`src/common/dump_pkg.sv`:
```
package dump_pkg;

    // capture phase, shared by the control FSM and the top level
    typedef enum logic [1:0] {
        PH_IDLE  = 2'd0,  // waiting for a trigger
        PH_ARMED = 2'd1,  // trigger taken, waiting for a word boundary
        PH_FILL  = 2'd2,  // writing words into the channel buffers
        PH_DUMP  = 2'd3   // buffers being streamed out of the UART
    } cap_phase_t;

    // UART payload width
    localparam int BYTE_BITS = 8;

    // bytes sent per captured word, high byte first
    localparam int WORD_BYTES = 2;

endpackage

```
`src/dump/uart_tx.sv`:
```
`timescale 1ns/10ps

module uart_tx import dump_pkg::*; #(
    parameter int CLKS_PER_BIT = 8
) (
    input  logic                 clk,
    input  logic                 rst,
    input  logic [BYTE_BITS-1:0] tx_data,
    input  logic                 tx_start,
    output logic                 tx_serial,
    output logic                 tx_busy
);

    localparam int FRAME_BITS = BYTE_BITS + 2; // start, data, stop
    localparam int CNT_BITS   = (CLKS_PER_BIT > 1) ? $clog2(CLKS_PER_BIT) : 1;
    localparam int IDX_BITS   = $clog2(FRAME_BITS);

    logic [CNT_BITS-1:0]  clk_cnt;  // cycles within the current bit
    logic [IDX_BITS-1:0]  bit_idx;  // 0 is the start bit
    logic [BYTE_BITS:0]   shifter;  // data bits then the stop bit
    logic                 bit_end;

    assign bit_end = (clk_cnt == CNT_BITS'(CLKS_PER_BIT - 1));

    always_ff @(posedge clk) begin
        if (!rst) begin
            tx_busy   <= 1'b0;
            tx_serial <= 1'b1; // line idles high
            clk_cnt   <= '0;
            bit_idx   <= '0;
        end else if (!tx_busy) begin
            if (tx_start) begin
                tx_busy   <= 1'b1;
                tx_serial <= 1'b0; // start bit
                clk_cnt   <= '0;
                bit_idx   <= '0;
            end
        end else if (bit_end) begin
            clk_cnt <= '0;
            if (bit_idx == IDX_BITS'(FRAME_BITS - 1)) begin
                tx_busy   <= 1'b0; // stop bit done
                tx_serial <= 1'b1;
            end else begin
                bit_idx   <= bit_idx + 1'b1;
                tx_serial <= shifter[0];
            end
        end else begin
            clk_cnt <= clk_cnt + 1'b1;
        end
    end

    // LSB first, ones fill in from the top
    always_ff @(posedge clk) begin
        if (!tx_busy && tx_start) begin
            shifter <= {1'b1, tx_data};
        end else if (tx_busy && bit_end) begin
            shifter <= {1'b1, shifter[BYTE_BITS:1]};
        end
    end

endmodule

```
`config.mk`:
```
export PLATFORM = sky130hd
export DESIGN_NAME = uart_tx
export DESIGN_NICKNAME = d
export VERILOG_FILES = /design/src/common/dump_pkg.sv /design/src/dump/uart_tx.sv
export SDC_FILE = /design/constraint.sdc
export NUM_CORES = 1
export LEC_CHECK = 0
export BUFFER_PORTS_ARGS = -buffer_cell sky130_fd_sc_hd__buf_2
export CAP_MARGIN = 25
export CORE_AREA = 2 2 45 47
export DETAILED_ROUTE_END_ITERATION = 6
export DIE_AREA = 0 0 47 49
export HOLD_SLACK_MARGIN = 0.08
export PLACE_DENSITY = 0.75
export SLEW_MARGIN = 10
export SYNTH_ARGS = -nofsm -noshare
export SYNTH_HDL_FRONTEND = slang
export SYNTH_SLANG_ARGS = --single-unit
```
`constraint.sdc`:
```
create_clock -name clk -period 1.43 [get_ports clk]
set_input_delay 0.143 -clock clk [delete_from_list [all_inputs] [get_ports clk]]
set_output_delay 0.143 -clock clk [all_outputs]
set_load 0.005 [all_outputs]
```
-- Word-level counts from Yosys, hierarchy flattened
Cells that the tools add are included.
W data, S select, Z words.
- register bits after elaboration: 17
- output and inout bits: 2
- logic and storage cells: 35
- add/subtract/negate cells: 2
- eq/ne operators: 4
- mux-type cells: 17
- reductions and logical operators: 7
- operator list (kind ; count):
    $mux W4 ; 4
    $mux W8 ; 2
    $mux W3 ; 3
    $mux W1 ; 8
    $add A4 B1 Y4 const B ; 1
    $eq A4 B4 Y1 const B ; 1
    $reduce_bool A2 Y1 ; 2
    $add A3 B1 Y3 const B ; 1
    $eq A3 B3 Y1 const B ; 1
    $reduce_and A3 Y1 ; 1
    $logic_and A1 B1 Y1 ; 2
    $ne A2 B1 Y1 const B ; 1
    $ne A2 B2 Y1 const B ; 1
    $reduce_and A2 Y1 ; 1
    $logic_not A1 Y1 ; 1

-- Logic depth before layout (Yosys ltp)
- depth after elaboration: 4
- depth in mapped cells: 5
- depth with buffers taken out: 5

-- Least setup slack after synthesis
No wires, ideal clock.
- kind: reg2reg
- from: register clk_cnt[0]
- to: register shifter[0] (enable)
- library setup time: 0.329 ns
- arrival time: 1.004 ns
- required time: 1.101 ns
- setup slack: 0.098 ns
- cell stages (with the launch flop): 5
- cell sequence: dfxtp_1 -> ha_1 -> ha_1 -> nand2_1 -> nand2_1
- cells in the longest elaborated chain, start to end: 3
- RTL lines (element ; RTL line ; text):
    start: declaration ; uart_tx.sv:18 ; logic [CNT_BITS-1:0] clk_cnt;
    start signal: assignment ; uart_tx.sv:48 ; clk_cnt <= clk_cnt + 1'b1;
    $eq A3 B3 Y1 ; uart_tx.sv:23 ; assign bit_end = (clk_cnt == CNT_BITS'(CLKS_PER_BIT - 1));
    $logic_and A1 B1 Y1 ; uart_tx.sv:56 ; end else if (tx_busy && bit_end) begin
    $reduce_bool A2 Y1 (no line) ; n/a ;
    end signal: assignment ; uart_tx.sv:55 ; shifter <= {1'b1, tx_data};
    end signal: assignment ; uart_tx.sv:57 ; shifter <= {1'b1, shifter[BYTE_BITS:1]};
    end: declaration ; uart_tx.sv:20 ; logic [BYTE_BITS:0] shifter;
No other way between the ends.
A chain may end at the register's enable or synchronous reset.

-- Worst setup path in the final report
- from: register bit_idx[0]
- to: register bit_idx[2]
- cells in the longest elaborated chain, start to end: 4
- elaborated cells between the ends (all ways): 7
- those cells by class: add/sub: 1; eq/ne: 2; mux: 3; reduce/logical: 1
- RTL lines (element ; RTL line ; text):
    start: declaration ; uart_tx.sv:19 ; logic [IDX_BITS-1:0] bit_idx;
    start signal: assignment ; uart_tx.sv:44 ; bit_idx <= bit_idx + 1'b1;
    $add A4 B1 Y4 ; uart_tx.sv:44 ;
    $mux W4 ; uart_tx.sv:40 ; if (bit_idx == IDX_BITS'(FRAME_BITS - 1)) begin
    $mux W4 ; uart_tx.sv:38 ; end else if (bit_end) begin
    $mux W4 ; uart_tx.sv:31 ; end else if (!tx_busy) begin
Several ways; a longest one is shown, not always the timed one. The select of a mux whose other input is x is not followed.

==> results.toml <==
[synth]
yosys.cell_count.top_type = "nand2_1"
yosys.area.top_type = "edfxtp_1"
ys_types = 26
syn_area_sq_um = 802.0
ys_seq_area_share_pct = 52.42
ys_warn_count = 0
synthesis.nets = 99
ys_seq_elements = 17
ys.flop_type = "dfxtp_1"
synth-async-reset-ratio_pct = 0
synthTopCellsByCount = "nand2_1 (23), dfxtp_1 (9), edfxtp_1 (8)"
synth_top_area_share_pct = 29.95
syn_inst = 84
avgSynthCellArea_sq_um = 9.548
synth_edf_count = 8
synth_area_leaders = "edfxtp_1 (30%), dfxtp_1 (22%), nand2_1 (11%)"

[sta]
worst_slew_pin_slew_ns = 0.3838
hold_viol = 0
min_period_over_period_pct = 94.62
timing.fmax_mhz = 739.1
slew_violations = 0
hold_slack_ns = 0.1018
maxSlewHeadroom_pct = 74.38
setup_ws_ns = 0.07692
setup_viol = 0
fin_crit_ns = 1.353
finClkSkew_ns = 0.0008466

[critical_path]
worst_setup_path_end_kind = "register"
cp_data_arrival_time_ns = 1.58
crit_fanout = 5
worstPathRequired_ns = 1.66
crit_type = "reg2reg"
cp-start-kind = "register"
r2r_cells = 4

[routing]
initialDrtViolationCount = 11
via_count = 640
first_pass_iters = 3
via_per_inst = 4.848
route.detailed.drc = 0
avgRoutedWirePerCell_um = 11.66
totalWireLength_mm = 1.539
ant_nets = 0

[cts]
clk_latency_ns = 0.29
cts.htree.levels = 1
cts_root_buf = "clkbuf_4"
tritoncts = "yes"
clock_path_buffers = 2
cts_buffers = 3
cts.sinks = 17
clkTransAtPathRegs_ns = 0.09

[grt]
grt_usage_pct = 15.81
grt_pass1_vias = 629
grt_pass1_wl_mm = 2.580
grt_overflow = 0
antenna_found_initial = 0
grt_max_degree = 14

[final_layout]
synthToLayoutAreaGrowth_pct = 26.05
fin_cells = 132
drive_gt1_share_pct = 32.38
nFillCells = 178
final_cell_area_sq_um = 1011
n_antenna_cell = 0
fin_nets = 121

[power]
power_w = 0.0009029
power_density_nw_per_um2 = 893.1
cellLeakagePower_nw = 0.4172
ir_worst_vdd_mv = 0.5611

[floorplan]
die_w_um = 47
io_pins = 13
die_h_um = 49
die_area_sq_um = 2303
row_count = 16
start_util_pct = 43.55
core_area_sq_um = 1842

[place]
dpl.hpwl_um = 999.8
placed_area_sq_um = 928.4
placed_cells = 126
place_congestion = 0.7611
io_buffers = 12
place_ws_ns = -0.01139

[outcome]
status = "finished, final reports clean"

[hold_path]
hp-class = "in2reg"
hold_path_depth = 2

[run]
maxCapViolCount = 0
==> final cells by class <==
| type | instances | area [sq um] | share of cell area, % |
|---|---|---|---|
| Timing Repair Buffer | 21 | 127.6 | 12.62 |
| Clock buffer | 4 | 26.28 | 2.599 |
| Sequential cell | 17 | 427.9 | 42.33 |
| Inverter | 1 | 3.754 | 0.3713 |
| Tap cell | 27 | 33.78 | 3.342 |
| Multi-Input combinational cell | 62 | 391.6 | 38.74 |
==> registers in the layout, summed over array words and instances (netlist names) <==
register   flops
tx_busy        1
tx_serial      1
clk_cnt        3
bit_idx        4
shifter        8
==> critical path: stages (launching register included) <==
cell and delay (ns):
dfxtp_4 0.37, ha_1 0.19, and3b_2 0.23, or3_1 0.35
a21boi_1 0.15
==> final timing paths <==
path | from | end | slack (ns)
min | tx_data[7] | shifter[7]$_SDFFCE_PN1P_ | 0.10
max | bit_idx[0]$_SDFFE_PN0P_ | bit_idx[2]$_SDFFE_PN0P_ | 0.08
max reg2reg | bit_idx[0]$_SDFFE_PN0P_ | bit_idx[2]$_SDFFE_PN0P_ | 0.08
min reg2reg | bit_idx[2]$_SDFFE_PN0P_ | bit_idx[2]$_SDFFE_PN0P_ | 0.50
==> through the flow <==
stage	TNS (ns)	util, %
after floorplan	0	-
after global placement	0	50.41
after detailed placement	-0.09053	50.41
after CTS	0	52.11
after global routing	-0.004522	54.89
final	0	54.89
==> metal layers <==
layer  vias up  GRT usage [%]  share of wire [%]
met5         -              0                  0
li1        329              -                  -
met2        13          23.97                 48
met3         3          4.444                2.6
met1       295          19.72                 47
met4         0          8.333                2.1
==> where the power goes <==
group	leakage (nW)	switching, W	internal [W]
clock	0.0150	0.000148	0.000109
sequential	0.151	0.0000137	0.000536
combinational	0.251	0.0000516	0.0000452
==> layout by cell type (no fill, tap or decap), drive strengths merged, types with 3 or more instances in the layout <==
cell    netlist  layout
ha            4       4
nand2b        4       4
nand2        23      23
buf           2      21
nor2          4       4
clkbuf        2       4
edfxtp        8       8
dfxtp         9       9
nand3         6       6
nor2b         3       3
==> kinds of logic after synthesis <==
logic type	after synthesis	synth area share, %
compound gates	8	6.708
fa+ha+maj	4	6.240
buf+inv	5	2.964
flops	17	52.42
mux	2	2.496
simple gates	48	29.17
==> timing repair <==
item | CTS | global route
buffers inserted | 0 | 3
endpoints found under the setup margin | 9 | 11
pin swaps | 0 | 3
hold buffers | 0 | 0
resized for setup | 2 | 10
No activity file was read; power rests on OpenSTA's default activity.
