==> src/common/buf_rd_if.sv <==
`timescale 1ns/10ps

interface buf_rd_if #(
    parameter int WORD_BITS = 16,
    parameter int ADDR_BITS = 3
);

    logic                 rd_en;    // one-cycle read request
    logic [ADDR_BITS-1:0] rd_addr;  // word address in the buffer
    logic [WORD_BITS-1:0] rd_data;  // registered read data
    logic                 rd_valid; // rd_data valid, one cycle after rd_en

    // dump side
    modport host (
        output rd_en,
        output rd_addr,
        input  rd_data,
        input  rd_valid
    );

    // capture buffer side
    modport buffer (
        input  rd_en,
        input  rd_addr,
        output rd_data,
        output rd_valid
    );

endinterface

==> src/capture/capture_channel.sv <==
`timescale 1ns/10ps

module capture_channel #(
    parameter int WORD_BITS     = 16,
    parameter int CAPTURE_WORDS = 8,
    parameter int ADDR_BITS     = 3
) (
    input  logic                 clk,
    input  logic                 rst,
    input  logic                 sig,
    input  logic                 word_strobe,
    input  logic                 wr_en,
    input  logic [ADDR_BITS-1:0] wr_addr,
    buf_rd_if.buffer             rd
);

    logic [WORD_BITS-1:0] shift_q;   // deserializer, newest sample in bit 0
    logic [WORD_BITS-1:0] word_now;  // word ending with this cycle's sample
    logic [WORD_BITS-1:0] word_q;    // last completed word
    logic                 wr_pend;   // buffer write one cycle behind wr_en
    logic [ADDR_BITS-1:0] wr_addr_q;

    logic [WORD_BITS-1:0] mem [CAPTURE_WORDS];

    assign word_now = {shift_q[WORD_BITS-2:0], sig}; // MSB is the oldest sample

    always_ff @(posedge clk) begin
        shift_q <= word_now;
        if (word_strobe) begin
            word_q <= word_now; // latch on the word boundary
        end
        if (wr_en) begin
            wr_addr_q <= wr_addr;
        end
    end

    // write is retimed off the latch, keeps the shift path short
    always_ff @(posedge clk) begin
        if (!rst) begin
            wr_pend <= 1'b0;
        end else begin
            wr_pend <= wr_en;
        end
    end

    always_ff @(posedge clk) begin
        if (wr_pend) begin
            mem[wr_addr_q] <= word_q;
        end
    end

    // registered read port
    always_ff @(posedge clk) begin
        if (rd.rd_en) begin
            rd.rd_data <= mem[rd.rd_addr];
        end
    end

    always_ff @(posedge clk) begin
        if (!rst) begin
            rd.rd_valid <= 1'b0;
        end else begin
            rd.rd_valid <= rd.rd_en;
        end
    end

    // reads only happen in the dump phase, writes only in the fill phase
    a_no_rd_during_wr: assert property (@(posedge clk) disable iff (!rst)
        !(rd.rd_en && wr_en))
        else $error("buffer read while capture writes");

endmodule

==> src/flat_wrapper.sv <==
// flat-port wrapper written by rule: the top's interface ports become plain ports
module capture_channel_flat 
#(
    parameter int WORD_BITS     = 16,
    parameter int CAPTURE_WORDS = 8,
    parameter int ADDR_BITS     = 3
)
  (clk, rst, sig, word_strobe, wr_en, wr_addr, rd_rd_en, rd_rd_addr, rd_rd_data, rd_rd_valid);
  buf_rd_if #(.WORD_BITS(WORD_BITS), .ADDR_BITS(ADDR_BITS)) rd_i ();
  input  logic clk;
  input  logic rst;
  input  logic sig;
  input  logic word_strobe;
  input  logic wr_en;
  input  logic [ADDR_BITS-1:0] wr_addr;
  input wire logic [$bits(rd_i.rd_en)-1:0] rd_rd_en;
  input wire logic [$bits(rd_i.rd_addr)-1:0] rd_rd_addr;
  output wire logic [$bits(rd_i.rd_data)-1:0] rd_rd_data;
  output wire logic [$bits(rd_i.rd_valid)-1:0] rd_rd_valid;
  assign rd_i.rd_en = rd_rd_en;
  assign rd_i.rd_addr = rd_rd_addr;
  assign rd_rd_data = rd_i.rd_data;
  assign rd_rd_valid = rd_i.rd_valid;
  capture_channel #(.WORD_BITS(WORD_BITS), .CAPTURE_WORDS(CAPTURE_WORDS), .ADDR_BITS(ADDR_BITS)) u_core (.clk(clk), .rst(rst), .sig(sig), .word_strobe(word_strobe), .wr_en(wr_en), .wr_addr(wr_addr), .rd(rd_i));
endmodule
==> config.mk <==
export PLATFORM = sky130hd
export DESIGN_NAME = capture_channel_flat
export DESIGN_NICKNAME = d
export VERILOG_FILES = /design/src/common/buf_rd_if.sv /design/src/capture/capture_channel.sv /design/src/flat_wrapper.sv
export SDC_FILE = /design/constraint.sdc
export NUM_CORES = 1
export LEC_CHECK = 0
export BUFFER_PORTS_ARGS = -buffer_cell sky130_fd_sc_hd__buf_4
export CORE_ASPECT_RATIO = 0.7
export CORE_MARGIN = 8
export CORE_UTILIZATION = 55
export CTS_BUF_LIST = sky130_fd_sc_hd__clkbuf_8
export DETAILED_ROUTE_END_ITERATION = 12
export PLACE_DENSITY = 0.72
export SYNTH_ARGS = -nofsm -noshare
export SYNTH_HDL_FRONTEND = slang
export SYNTH_SLANG_ARGS = --single-unit
export TNS_END_PERCENT = 100
==> constraint.sdc <==
create_clock -name clk -period 2.5 [get_ports clk]
set_input_delay 0.125 -clock clk [delete_from_list [all_inputs] [get_ports clk]]
set_output_delay 0.125 -clock clk [all_outputs]
set_load 0.005 [all_outputs]
# After elaboration in Yosys (flattened, before gate mapping)
# Memories as Yosys holds them, arrays and structs flattened. A register that Yosys moved wholly into a read port is not among the register bits.
# Index checks and enable logic that the tools add are counted.
[op_classes] order_cmp=0 eq_ne=0 n_shift=0 addsub=0 bitwise=0 div_mod_pow=0 reduce_logical=0 mul=0 mux=2
[op_table] cell="1-bit two-way mux" count=2
[totals] regBits=36 ram_bits=128 n_memories=1 romBits=0 latchBits=0 inputBits=12
[mem_list] name="u_core.mem" depth=8 word_bits=16 read_ports=1 rd_clocked_by_memory_dff=1 write_ports=1 line_no="capture_channel.sv:23" source="logic [WORD_BITS-1:0] mem [CAPTURE_WORDS];"

# Logic depth before layout (Yosys ltp)
[logic_depth] ltp_word=2 ltp_mapped=4 mapped_depth_nobuf=2

# Worst setup path after synthesis
# No wires, ideal clock.
[synth_path] path_type="reg2reg" startpoint="reg u_core.wr_addr_q[2]" endpoint="mem u_core.mem[0][0], enable pin" path_stages_with_launch=3 arrival_time_ns=1.689 setup_slack_ns=0.402 synth_period_minus_slack_ns=2.098 t_required_ns=2.091 cell_sequence="edfxtp_1 nand2b_1 nor3_1"
[synth_lines] item="start, declared" line_no="capture_channel.sv:21" source="logic [ADDR_BITS-1:0] wr_addr_q;"
[synth_lines] item="start signal, assigned" line_no="capture_channel.sv:33" source="wr_addr_q <= wr_addr;"
[synth_lines] item="end, declared" line_no="capture_channel.sv:23"
# No word-level cell before the write port.

# Final worst setup path
[layout_path] startpoint="reg u_core.wr_addr_q[0]" endpoint="mem u_core.mem[7][0], enable pin"
# No word-level cell before the write port.

==> results by group <==
Run status
  – Status: finished, final reports clean

Global route
  – Initial antenna violation count: 0
  – Overall global routing resource usage: 0.147
  – First-pass GRT wire length: 16100 µm
  – Grt ovf: 0
  – Vias in the first global route: 2715
  – Largest net degree at the start of global routing: 33

Layout
  – Layout cells sized above 1: 0.282
  – Ant. Diodes: 0
  – Post-route cell area: 7340 µm²
  – Fillcell total: 754
  – Most frequent cells in the layout: edfxtp_1 (163), buf_4 (42), mux4_1 (28)
  – Layout Area Growth over Synthesis: 15.0%
  – # nets final: 322
  – Most common cell after layout, fill and taps aside: edfxtp_1

CTS
  – Cts hold-fix bufs: 6
  – Sink Count: 180
  – CTS clk-pin slew, worst paths: 0.08 ns
  – CTS tree: built
  – CTS H-tree lvls: 4
  – Clock latency on the worst-skew pair: 0.44 ns
  – Num CTS Buffers: 17
  – Bufs on Longest Clock Path: 2
  – Post-CTS Resized: 0
  – CTS root buf: clkbuf_8
  – Post-CTS Setup Bufs: 0

Timing
  – Final Max Tran Viols: 0
  – RSZ-0062 raised after global routing: false
  – Fmax: 0.581 GHz
  – Clock skew: 0.0116 ns
  – Setup TNS: 0 ns
  – Final Hold Viols: 0
  – Slew @ Worst Pin: 0.693 ns
  – Setup violators final: 0
  – Final Cycle Share: 0.689
  – Max_slew headroom: 0.536
  – Fin crit period: 1.72 ns

Logic synthesis
  – Synth top area cells: edfxtp_1 (77%), mux4_1 (12%), dfxtp_1 (5.3%)
  – Synth Instances: 252
  – Mapped Area: 6380 µm²
  – Synth Net Count: 264
  – Count of cell types in the netlist: 14
  – Cell taking the most area after synthesis: edfxtp_1
  – Yosys warning total: 0
  – Mean Syn Cell Area: 25.3 µm²
  – Synth top area share: 0.768
  – #FFs+latches synth: 180
  – Sequential area share after synthesis: 0.821

Drt
  – Post-DRT Antenna Nets: 0
  – Initial DRT Pass Iterations: 4
  – Routed wire length: 10600 µm
  – Initial DRC Count: 220
  – Avg WL per Cell: 22.2 µm
  – DR vias: 2656
  – Vias per cell: 5.53
  – Drt drc: 0

Min path
  – Hold path start: word_strobe
  – HP Class: input port to register

Setup path
  – Crit path kind: register to register
  – Crit. Startpoint: u_core.wr_addr_q[0]
  – Arrival time at the worst endpoint: 1.86 ns
  – Critical Path RT: 2.64 ns
  – Crit path capture type: register
  – CP Max Fanout: 7
  – Critical path startpoint category: register
  – Worst r2r src: u_core.wr_addr_q[0]

Power and ir drop
  – Switching pwr: 1100 µW
  – Lkg Pwr: 0.00252 µW
  – Power Internal: 4720 µW
  – Seq pwr share: 0.594
  – Combinational power share: 0.039
  – Switching Share: 0.189
  – Pwr Density: 793 nW/µm²
  – Power Total: 5820 µW
  – Clock network fraction of total power: 0.367
  – Worst VDD drop: 535 µV

Placement
  – # port buffers: 28
  – Dpl cell area: 6830 µm²
  – Placer Congestion: 0.718
  – DP HPWL: 6100 µm

Floorplanning
  – Core Area: 11500 µm²
  – Die Span X: 145 µm
  – Site Rows: 33
  – IO Pins: 29
  – Initial core utilization: 0.554
  – DIE AREA: 15400 µm²
  – Die Span Y: 106 µm

Flow run
  – Max_cap viols: 0
==> cells in the mapped netlist <==
| library cell | instances |
|---|---|
| nand2_1 | 2 |
| and2_1 | 2 |
| dfxtp_1 | 17 |
| edfxtp_1 | 163 |
| mux4_1 | 28 |
| mux2_2 | 16 |
| buf_1 | 3 |
| buf_6 | 4 |
| nand2b_1 | 3 |
| mux4_2 | 4 |
| clkbuf_1 | 1 |
| clkbuf_2 | 1 |
| nor2_1 | 6 |
| nor3_1 | 2 |
==> sequential cells by signal, summed over array words and instances, names as in the netlist <==
name,flops
u_core.rd.rd_valid,1
u_core.word_q,16
u_core.shift_q,15
u_core.rd.rd_data,16
u_core.wr_pend,1
u_core.wr_addr_q,3
u_core.mem,128
==> path summary, 6_finish.rpt <==
path | slack [ns] | endpoint | cells past startpoint
setup / recovery | 0.78 | u_core.mem[7][0] | 3
hold / removal | 0.08 | u_core.word_q[9] | 1
hold reg to reg | 0.35 | u_core.shift_q[12] | 0
setup reg to reg | 0.78 | u_core.mem[7][0] | 3
==> worst max-delay path, cell delays in order (launching register included) <==
cell      delay, ns
edfxtp_1       0.46
nand2_1        0.10
nor2_1         0.54
buf_4          0.32
==> layout make-up <==
cell class,count,area (µm²),share of cell area
clock inverter,14,195,0.0266
multi-input combinational,63,1090,0.148
timing repair buffer,48,375,0.0512
tap,157,196,0.0268
clock buffer,18,248,0.0338
sequential,180,5240,0.714
==> through the flow <==
stage,instances,setup slack [ns],hold slack (ns),utilization
after floorplan,252,0.402,0.153,-
after global placement,442,0.719,0.243,0.593
after detailed placement,442,0.683,0.242,0.593
after CTS,480,0.782,0.0714,0.637
after global routing,480,0.704,0.0687,0.637
final,480,0.778,0.0839,0.637
==> kinds of logic after synthesis <==
| family | Yosys count | share of synthesized area |
|---|---|---|
| buffers and inverters | 9 | 0.0102 |
| DFF | 180 | 0.821 |
| muxes | 48 | 0.158 |
| and+or+nand+nor | 15 | 0.0112 |
==> metal layers <==
| layer | part of all wire | GRT usage |
|---|---|---|
| met5 | 0 | 0 |
| met4 | 0.011 | 0.0533 |
| met3 | 0.042 | 0.0403 |
| met2 | 0.50 | 0.231 |
| met1 | 0.45 | 0.196 |
==> power by group through the flow <==
stage	logic (µW)	registers, µW	clock network, µW
floorplan	130	3500	0
detailed placement	227	3520	0
global placement	222	3520	0
finish	229	3450	2140
global route	248	3470	2280
CTS	235	3460	2170
No activity file was read; power rests on OpenSTA's default activity.
