**src/common/dump_pkg.sv**
```systemverilog
package dump_pkg;

    // capture phase, shared by the control FSM and the top level
    typedef enum logic [1:0] {
        PH_IDLE  = 2'd0,  // waiting for a trigger
        PH_ARMED = 2'd1,  // trigger taken, waiting for a word boundary
        PH_FILL  = 2'd2,  // writing words into the channel buffers
        PH_DUMP  = 2'd3   // buffers being streamed out of the UART
    } cap_phase_t;

    // UART payload width
    localparam int BYTE_BITS = 8;

    // bytes sent per captured word, high byte first
    localparam int WORD_BYTES = 2;

endpackage

```
**src/hw/capture_control.sv**
```systemverilog
`timescale 1ns/10ps

module capture_control import dump_pkg::*; #(
    parameter int WORD_BITS     = 16,
    parameter int CAPTURE_WORDS = 8,
    parameter int ADDR_BITS     = 3
) (
    input  logic                 clk,
    input  logic                 rst,
    input  logic                 trig,
    input  logic                 dump_done,
    output logic                 word_strobe,
    output logic                 wr_en,
    output logic [ADDR_BITS-1:0] wr_addr,
    output logic                 dump_start,
    output cap_phase_t           phase
);

    localparam int CNT_BITS = $clog2(WORD_BITS);
    localparam logic [ADDR_BITS-1:0] LAST_ADDR = ADDR_BITS'(CAPTURE_WORDS - 1);

    logic [CNT_BITS-1:0] bit_cnt;

    assign word_strobe = (bit_cnt == CNT_BITS'(WORD_BITS - 1)); // last bit of a word
    assign wr_en       = word_strobe && (phase == PH_FILL);

    // free running word timer
    always_ff @(posedge clk) begin
        if (!rst) begin
            bit_cnt <= '0;
        end else if (word_strobe) begin
            bit_cnt <= '0;
        end else begin
            bit_cnt <= bit_cnt + 1'b1;
        end
    end

    always_ff @(posedge clk) begin
        if (!rst) begin
            phase      <= PH_IDLE;
            wr_addr    <= '0;
            dump_start <= 1'b0;
        end else begin
            dump_start <= 1'b0;
            case (phase)
                PH_IDLE: begin
                    if (trig) begin
                        phase <= PH_ARMED; // later triggers are ignored
                    end
                end
                PH_ARMED: begin
                    if (word_strobe) begin
                        phase   <= PH_FILL; // align to boundary, no write yet
                        wr_addr <= '0;
                    end
                end
                PH_FILL: begin
                    if (wr_en) begin
                        wr_addr <= wr_addr + 1'b1;
                        if (wr_addr == LAST_ADDR) begin
                            phase      <= PH_DUMP;
                            dump_start <= 1'b1;
                        end
                    end
                end
                PH_DUMP: begin
                    if (dump_done) begin
                        phase <= PH_IDLE;
                    end
                end
                default: phase <= PH_IDLE;
            endcase
        end
    end

    a_dump_start_on_fill_end: assert property (@(posedge clk) disable iff (!rst)
        dump_start |-> (phase == PH_DUMP) && ($past(phase) == PH_FILL))
        else $error("dump_start outside the fill to dump transition");

endmodule

```
**config.mk**
```make
export PLATFORM = sky130hd
export DESIGN_NAME = capture_control
export DESIGN_NICKNAME = d
export VERILOG_FILES = /design/src/common/dump_pkg.sv /design/src/hw/capture_control.sv
export SDC_FILE = /design/constraint.sdc
export NUM_CORES = 1
export LEC_CHECK = 0
export ABC_CLOCK_PERIOD_IN_PS = 2980
export BUFFER_PORTS_ARGS = -buffer_cell sky130_fd_sc_hd__buf_2
export CORE_AREA = 2 2 39 41
export CTS_CLUSTER_DIAMETER = 150
export DETAILED_ROUTE_END_ITERATION = 10
export DIE_AREA = 0 0 41 43
export GPL_TIMING_DRIVEN = 1
export PLACE_DENSITY = 0.72
export RECOVER_POWER = 25
export SLEW_MARGIN = 25
export SYNTH_ARGS = -nofsm -noshare
export SYNTH_HDL_FRONTEND = slang
export SYNTH_SLANG_ARGS = --single-unit
```
**constraint.sdc**
```tcl
create_clock -name clk -period 2.98 [get_ports clk]
set_input_delay 0.149 -clock clk [delete_from_list [all_inputs] [get_ports clk]]
set_output_delay 0.149 -clock clk [all_outputs]
set_load 0.02 [all_outputs]
```
Yosys cells after proc, flatten, opt, wreduce, memory -nomap -nowiden
Index checks and enable logic that the tools add are counted.

Bits in registers: 10. Output and inout port bits: 8.

Add/sub/neg operators: 2. Eq/ne operators: 10. Mux-type cells: 10. Bitwise operators: 1. Reduce and logical (&&, ||, !) cells: 7.

Operator list (number): 2-bit 2-to-1 mux (5); 2-bit != test (second input constant) (4); 2-bit one-hot mux with 4 select lines (1); 3-bit 2-to-1 mux (2); 3-bit one-hot mux with 2 select lines (1); 3-bit AND reduction (2); 5-bit AND reduction (1); 4-bit by 1-bit adder with 4-bit output (second input constant) (1); 2-bit == test (second input constant) (2); 4-bit == test (second input constant) (1); 3-bit by 1-bit adder with 3-bit output (second input constant) (1); 3-bit == test (second input constant) (1); 2-bit by 1-bit == test with 1-bit output (second input constant) (1); 2-bit logical NOT (1); 2-bit by 1-bit != test with 1-bit output (second input constant) (1); 2-bit nonzero test (1); 2-bit OR reduction (1); 1-bit logical AND (1); 1-bit 2-to-1 mux (1); 1-bit NOT (1).

Logic depth before layout (Yosys ltp)
Gate-level depths: netlist (run 1).

Word-level depth: 4. Mapped depth: 6. Gate-level depth less buffers: 5.

Worst setup path before layout (run 1)
No wires, ideal clock.

Kind: reg2reg. Start: register phase[0]. End: register phase[0]. Arrival: 1664 ps. Data required time: 2908 ps. Slack: 1244 ps. Cell stages (with the launch flop): 6. Period minus slack after synthesis: 1736 ps. Cell sequence: dfxtp_1 -> inv_1 -> ha_1 -> or2_4 -> a2111oi_4 -> mux2i_1.

Word-level cells in the longest chain between the ends: 4.

Ends and longest elaborated chain: start, declared (RTL line capture_control.sv:16) `output cap_phase_t phase`; start signal, assigned (RTL line capture_control.sv:40) `phase <= PH_IDLE;`; start signal, assigned (RTL line capture_control.sv:48) `phase <= PH_ARMED;`; start signal, assigned (RTL line capture_control.sv:53) `phase <= PH_FILL;`; 2-bit == test (RTL line capture_control.sv:25, capture_control.sv:45); 1-bit logical AND (RTL line capture_control.sv:25) `assign wr_en = word_strobe && (phase == PH_FILL);`; 2-bit != test (no source line); 5-bit AND reduction (no source line).

Parallel ways exist; a longest one is shown, timed or not. A chain may end at the register's enable or synchronous reset.

Worst setup path after layout (run 1)
Same ends and word-level chain as after synthesis.

==> results.json, run 1 <==
{
  "slew-limit-headroom_pct": 77.9,
  "clk_latency_ns": 0.27,
  "critPathBufInv": 1,
  "wl_per_cell_um": 12.5,
  "grt.total_usage_pct": 15.6,
  "swShare_pct": 33.4,
  "cts_tree": "yes",
  "ir_drop_mv": 0.360,
  "synthAdderAreaFrac_pct": 16.9,
  "highest_layer": "met4",
  "worstSetupEndpointType": "flip-flop",
  "synth.mux.area_fraction_pct": 3.86,
  "final-seq-area_um2": 200,
  "p_comb_share_pct": 37.6,
  "area_growth_pct": 19.6,
  "routed_wl_um": 1030,
  "fin_tns_setup_ns": 0,
  "globalplace.congestion": 0.671,
  "initial_core_util_pct": 37.4,
  "syn-num-nets": 63,
  "netlist.area_leader.share_pct": 38.6,
  "postLayoutCoreUtil_pct": 44.8,
  "drc": 0,
  "nNetsFinal": 78,
  "grt_pass1_wl_um": 1860,
  "yosysWarningCount": 0,
  "syn_avg_cell_area_um2": 9.96,
  "cts-root-buf": "clkbuf_4",
  "cpPeakStageDelay_ns": 0.41,
  "port_buffers": 11,
  "setup_viol": 0,
  "drive_gt1_share_pct": 22.7,
  "worstSetupPathType": "reg -> reg",
  "vias_per_cell": 5.22,
  "final.setup_skew_ns": 0.00646,
  "final_hold_viol_count": 0,
  "fmax_mhz": 583,
  "met2_length_um": 509,
  "yosysMostFrequentCell": "dfxtp_1",
  "die_area_um2": 1760,
  "worstPathCellList": "inv_1 -> ha_1 -> or2_4 -> a2111oi_4 -> mux2i_1",
  "rsz0062_at_grt": "false",
  "gr-total-overflow": 0,
  "wl_met1_um": 433,
  "n_fill_cell": 144,
  "htree_levels": 1,
  "required_ns": 3.18,
  "cp_max_fo": 5,
  "seqPwrFrac_pct": 36.1,
  "hold_class": "in -> reg",
  "antenna_cells": 0,
  "synth_edf_count": 0,
  "synth_compound_area_share_pct": 15.5,
  "clk_path_buf_depth": 2,
  "cts_setup_buffers": 0,
  "synth.distinct_cells": 22,
  "powerDensity_nw_per_um2": 757,
  "antenna_found_initial": 0,
  "yosys.area.top_type": "dfxtp_1",
  "rows": 14,
  "cts_buffers": 3,
  "grt_max_degree": 8,
  "ant_nets": 0,
  "min_period_ns": 1.71,
  "yosysSeqAreaShare_pct": 38.6,
  "cts-resized-gates": 0,
  "core-area_um2": 1380,
  "multi_input_area_um2": 294,
  "pin_count": 12,
  "synth_common_cells": "dfxtp_1 (10), ha_1 (7), inv_1 (5)",
  "wl_met3_um": 57,
  "synth_top_family_by_area": "simple AND/OR/NAND/NOR gates",
  "maxSlewViolCount": 0,
  "clkSinkCount": 10,
  "total_leakage_power_nw": 0.287,
  "cp-start-kind": "flip-flop",
  "outcome": "completed",
  "p_int_mw": 0.312,
  "cp.arrival_ns": 1.92,
  "p_sw_mw": 0.156,
  "synth_cells": 52,
  "grt_pass1_vias": 447,
  "die_w_um": 41,
  "first_pass_iters": 3,
  "ys_ff_latch": 10,
  "async_flop_share_pct": 0,
  "hold_buffers": 0,
  "cap_violations": 0,
  "clock_power_share_pct": 26.3,
  "first_iter_violations": 4,
  "synthesis.area_um2": 518,
  "synth_xor_area_share_pct": 1.69,
  "yosys-top-cells-area": "dfxtp_1 (39%), ha_1 (17%), a2111oi_4 (5.3%), mux2i_1 (3.9%), inv_1 (3.6%)",
  "slowest_stage": "dfxtp_1",
  "cts.reportedPaths.clkPinSlew_ns": 0.07,
  "yosys.area_share.simple_pct": 18.8,
  "synth_ff_type": "dfxtp_1",
  "die_h_um": 43,
  "min_period_over_period_pct": 57.5,
  "hpwl_um": 784,
  "tightest_slew_ns": 0.332,
  "critical_path.top_delay_family": "flip-flops",
  "via_count": 428
}
layout make-up:
class / instances / area share (%)
Multi-Input combinational cell: 36 / 47.5
Sequential cell: 10 / 32.3
Timing Repair Buffer: 11 / 8.08
Clock buffer: 4 / 5.86
Tap cell: 16 / 3.23
Inverter: 5 / 3.03
layout by cell type (no fill, tap or decap), drive strengths merged:
cell type / Yosys / routed
a21oi: 2 / 2
nand2: 3 / 3
and2b: 1 / 1
nor2b: 2 / 2
and3: 2 / 2
and4: 1 / 1
xnor2: 1 / 1
or2: 1 / 1
ha: 7 / 7
nand3: 1 / 1
a22oi: 2 / 2
a311oi: 1 / 1
inv: 5 / 5
nor2: 4 / 4
buf: 1 / 7
nand4b: 1 / 1
mux2i: 2 / 2
a2111oi: 1 / 1
o2111ai: 1 / 1
clkbuf: 0 / 8
o21ai: 2 / 2
dfxtp: 10 / 10
nor3: 1 / 1
worst register-to-register path: cells and delay by family (launching register included):
| family | cells | cell delay [ns] |
|---|---|---|
| AOI/OAI and AO/OA | 1 | 0.41 |
| adders and majority gates | 1 | 0.25 |
| buffers and inverters | 1 | 0.08 |
| DFF | 1 | 0.41 |
| muxes | 1 | 0.21 |
| and+or+nand+nor | 1 | 0.28 |
power by group through the flow:
stage / clock network, mW / logic, mW / registers, mW
CTS: 0.125 / 0.178 / 0.169
global route: 0.134 / 0.192 / 0.172
detailed placement: 0 / 0.173 / 0.171
floorplan: 0 / 0.126 / 0.182
finish: 0.123 / 0.176 / 0.169
global placement: 0 / 0.168 / 0.170
logic make-up (layout without fill, tap and decap cells):
| kind of cell | Yosys count | after routing |
|---|---|---|
| compound gates | 9 | 9 |
| fa+ha+maj | 7 | 7 |
| flops | 10 | 10 |
| simple gates | 17 | 17 |
| buf+inv | 6 | 20 |
| mux | 2 | 2 |
| xor+xnor | 1 | 1 |
per-layer routing:
metal,track usage (%),vias to the layer above
met3,1.57,4
met4,10.0,0
met2,25.0,14
met5,0,-
li1,-,209
met1,18.6,201
stage by stage:
| step | hold WS, ns | worst slack (ns) | area, um^2 | instances | total power [mW] |
|---|---|---|---|---|---|
| floorplan | 0.295 | 1.24 | 518 | 52 | 0.308 |
| global placement | 0.466 | 1.35 | 588 | 78 | 0.338 |
| detailed placement | 0.473 | 1.30 | 588 | 78 | 0.344 |
| CTS | 0.181 | 1.27 | 624 | 82 | 0.472 |
| global route | 0.202 | 1.15 | 619 | 82 | 0.499 |
| finish | 0.186 | 1.27 | 619 | 82 | 0.469 |
flip-flops by register name, summed over array words and instances, names as in the netlist:
register / flops
phase: 2
dump_start: 1
bit_cnt: 4
wr_addr: 3
final timing paths:
| check | startpoint | end | slack, ns | depth (start not counted) |
|---|---|---|---|---|
| worst max-delay path | phase[0] | phase[0] | 1.27 | 5 |
| worst min-delay path | rst | phase[1] | 0.19 | 3 |
| worst max register to register | phase[0] | phase[0] | 1.27 | 5 |
| worst min register to register | bit_cnt[0] | bit_cnt[0] | 0.50 | 1 |
(Power assumes the default switching activity.)
==> run 2, diff against run 1 <==
Settings changed: ABC_AREA from default to 1, ABC_CLOCK_PERIOD_IN_PS 2980 to 1600, PLACE_DENSITY 0.72 to 0.74.
Clock period 2.98 ns to 1.6 ns, I/O delays scaled along.
==> run 2 against run 1 <==
  * Sequential cell count is the same
  * Core utilization grew 2.3 points
  * Critical path type is now reg -> out
  * Wire length shrank 13%
  * Largest power group unchanged
==> results.json, run 2 <==
{
  "r2r_slack_ns": 0.30,
  "drive_gt1_share_pct": 21.4,
  "antenna_cells": 0,
  "syn-num-nets": 80,
  "antenna_found_initial": 0,
  "fin_ws_ns": 0.208,
  "synth_ff_type": "dfxtp_1",
  "p_int_mw": 0.536,
  "hold_class": "in -> reg",
  "first_pass_iters": 2,
  "rows": 14,
  "ir_drop_mv": 0.575,
  "layout_common_cells": "inv_1 (12), nand2_1 (12), nor2_1 (10), dfxtp_1 (10)",
  "cts.reportedPaths.clkPinSlew_ns": 0.06,
  "synth_cells": 69,
  "synth_edf_count": 0,
  "first_iter_violations": 5,
  "fin_tns_setup_ns": 0,
  "htree_levels": 1,
  "grt_max_degree": 7,
  "ys_ff_latch": 10,
  "clk_path_buf_depth": 2,
  "die_area_um2": 1760,
  "gr-total-overflow": 0,
  "wl_per_cell_um": 8.95,
  "hold_slack_ns": 0.0721,
  "swShare_pct": 36.8,
  "r2r_end": "phase[0]",
  "via_count": 445,
  "worst-r2r-cell-count": 9,
  "clock_power_share_pct": 26.6,
  "seqPwrFrac_pct": 35.6,
  "maxSlewViolCount": 0,
  "cp-start-kind": "flip-flop",
  "synth.distinct_cells": 16,
  "yosys.area.top_type": "dfxtp_1",
  "vias_per_cell": 4.45,
  "p_sw_mw": 0.312,
  "worstSetupEndpointType": "primary output",
  "yosysSeqAreaShare_pct": 36.8,
  "worstSetupPathType": "reg -> out",
  "syn_avg_cell_area_um2": 7.89,
  "cts_tree": "yes",
  "cp.arrival_ns": 1.31,
  "synthesis.area_um2": 544,
  "clk_latency_ns": 0.27,
  "port_buffers": 11,
  "largest_reg_flops": 4,
  "initial_core_util_pct": 39.3,
  "setup_viol": 0,
  "grt.total_usage_pct": 13.9,
  "cts-root-buf": "clkbuf_4",
  "total_leakage_power_nw": 0.344,
  "area_growth_pct": 19.5,
  "final.setup_skew_ns": 0.00220,
  "async_flop_share_pct": 0,
  "hp-start": "rst",
  "netlist.area_leader.share_pct": 36.8,
  "required_ns": 1.52,
  "nNetsFinal": 96,
  "grt_pass1_vias": 400,
  "top_regs": "bit_cnt x4, wr_addr x3, phase x2",
  "cts_setup_buffers": 0,
  "hold_depth": 3,
  "synth_common_cells": "inv_1 (12), nand2_1 (12), dfxtp_1 (10), nor2_1 (10), ha_1 (7)",
  "die_w_um": 41,
  "holdPathEnd": "phase[0]",
  "die_h_um": 43,
  "n_fill_cell": 146,
  "hpwl_um": 750,
  "fmax_mhz": 718,
  "pin_count": 12,
  "min_period_ns": 1.39,
  "grt_pass1_wl_um": 1540,
  "tightest_slew_ns": 0.266,
  "hold_buffers": 0,
  "cap_violations": 0,
  "powerDensity_nw_per_um2": 1300,
  "cts-resized-gates": 0,
  "startpoint": "bit_cnt[0]",
  "core-area_um2": 1380,
  "min_period_over_period_pct": 87.0,
  "regMostFlops": "bit_cnt",
  "yosys-top-cells-area": "dfxtp_1 (37%), ha_1 (16%), inv_1 (8.3%), nand2_1 (8.3%), nor2_1 (6.9%)",
  "cp_max_fo": 5,
  "yosysWarningCount": 0,
  "cts_buffers": 3,
  "outcome": "completed",
  "drc": 0,
  "p_comb_share_pct": 37.8,
  "clkSinkCount": 10,
  "ant_nets": 0,
  "globalplace.congestion": 0.663,
  "routed_wl_um": 895,
  "dpl_worst_slack_ns": 0.295,
  "rsz0062_at_grt": "false",
  "slew-limit-headroom_pct": 82.3,
  "timing.rr.start": "phase[0]",
  "final_hold_viol_count": 0
}
-- run 2: cell count changes after synthesis, moves of 2 or more --
cell	previous run	this run
a22oi_1	2	0
and3_1	2	0
inv_1	5	12
inv_2	0	2
mux2i_1	2	0
nand2_1	3	12
nand3_1	1	4
nor2_1	4	10
nor2_4	0	2
nor2b_1	2	0
o21ai_0	2	0
-- run 2: critical path, cell delays in order (launching register included) --
cell and delay, ns:
dfxtp_1 0.36, ha_1 0.24, nand3_4 0.14, nor2_4 0.13, buf_2 0.17
-- run 2: cell families (layout without fill, tap and decap cells) --
family / after synthesis / after routing / synth area share [%]
xor gates and xnor gates: 2 / 2 / 3.22
adders and majority gates: 7 / 7 / 16.1
buffers and inverters: 14 / 29 / 9.66
and+or+nand+nor: 32 / 32 / 30.6
AOI/OAI and AO/OA: 4 / 4 / 3.68
DFF: 10 / 10 / 36.8
-- run 2: area by class of cell --
cell class | instances | area [um^2] | share of cell area, %
multi-input combinational | 45 | 292 | 44.8
tap | 16 | 20.0 | 3.08
inverter | 14 | 52.6 | 8.08
clock buffer | 4 | 36.3 | 5.58
sequential | 10 | 200 | 30.8
timing repair buffer | 11 | 50.0 | 7.69
-- run 2: how the worst max path moves through the flow --
stage	endpoint	slack, ns	cells after the start
after global placement	phase[0]	0.34	9
after global routing	wr_en	0.12	4
after CTS	wr_en	0.18	4
after detailed placement	phase[0]	0.29	9
final	wr_en	0.21	4
after floorplan	phase[0]	0.24	9
-- run 2: through the flow --
| step | cells | util, % | total power [mW] | instance area, um^2 |
|---|---|---|---|---|
| after global routing | 100 | 47.0 | 0.925 | 651 |
| after detailed placement | 96 | 44.8 | 0.635 | 619 |
| after global placement | 96 | 44.8 | 0.620 | 619 |
| after CTS | 100 | 47.4 | 0.868 | 656 |
| final | 100 | 47.0 | 0.848 | 651 |
| after floorplan | 69 | - | 0.566 | 544 |
-- run 2: routing by layer --
metal  track usage (%)  up-vias  routed length (um)
met5                 0        -                   0
met4              10.0        0                  15
met3              9.42        2                  56
met2              20.0        9                 434
met1              13.4      195                 389
li1                  -      239                   -
-- run 2: power by group through the flow --
| stage | logic [mW] | clock network [mW] | registers [mW] |
|---|---|---|---|
| final | 0.321 | 0.225 | 0.302 |
| after detailed placement | 0.328 | 0 | 0.308 |
| after global placement | 0.315 | 0 | 0.305 |
| after global routing | 0.369 | 0.251 | 0.304 |
| after floorplan | 0.240 | 0 | 0.326 |
| after CTS | 0.329 | 0.237 | 0.302 |
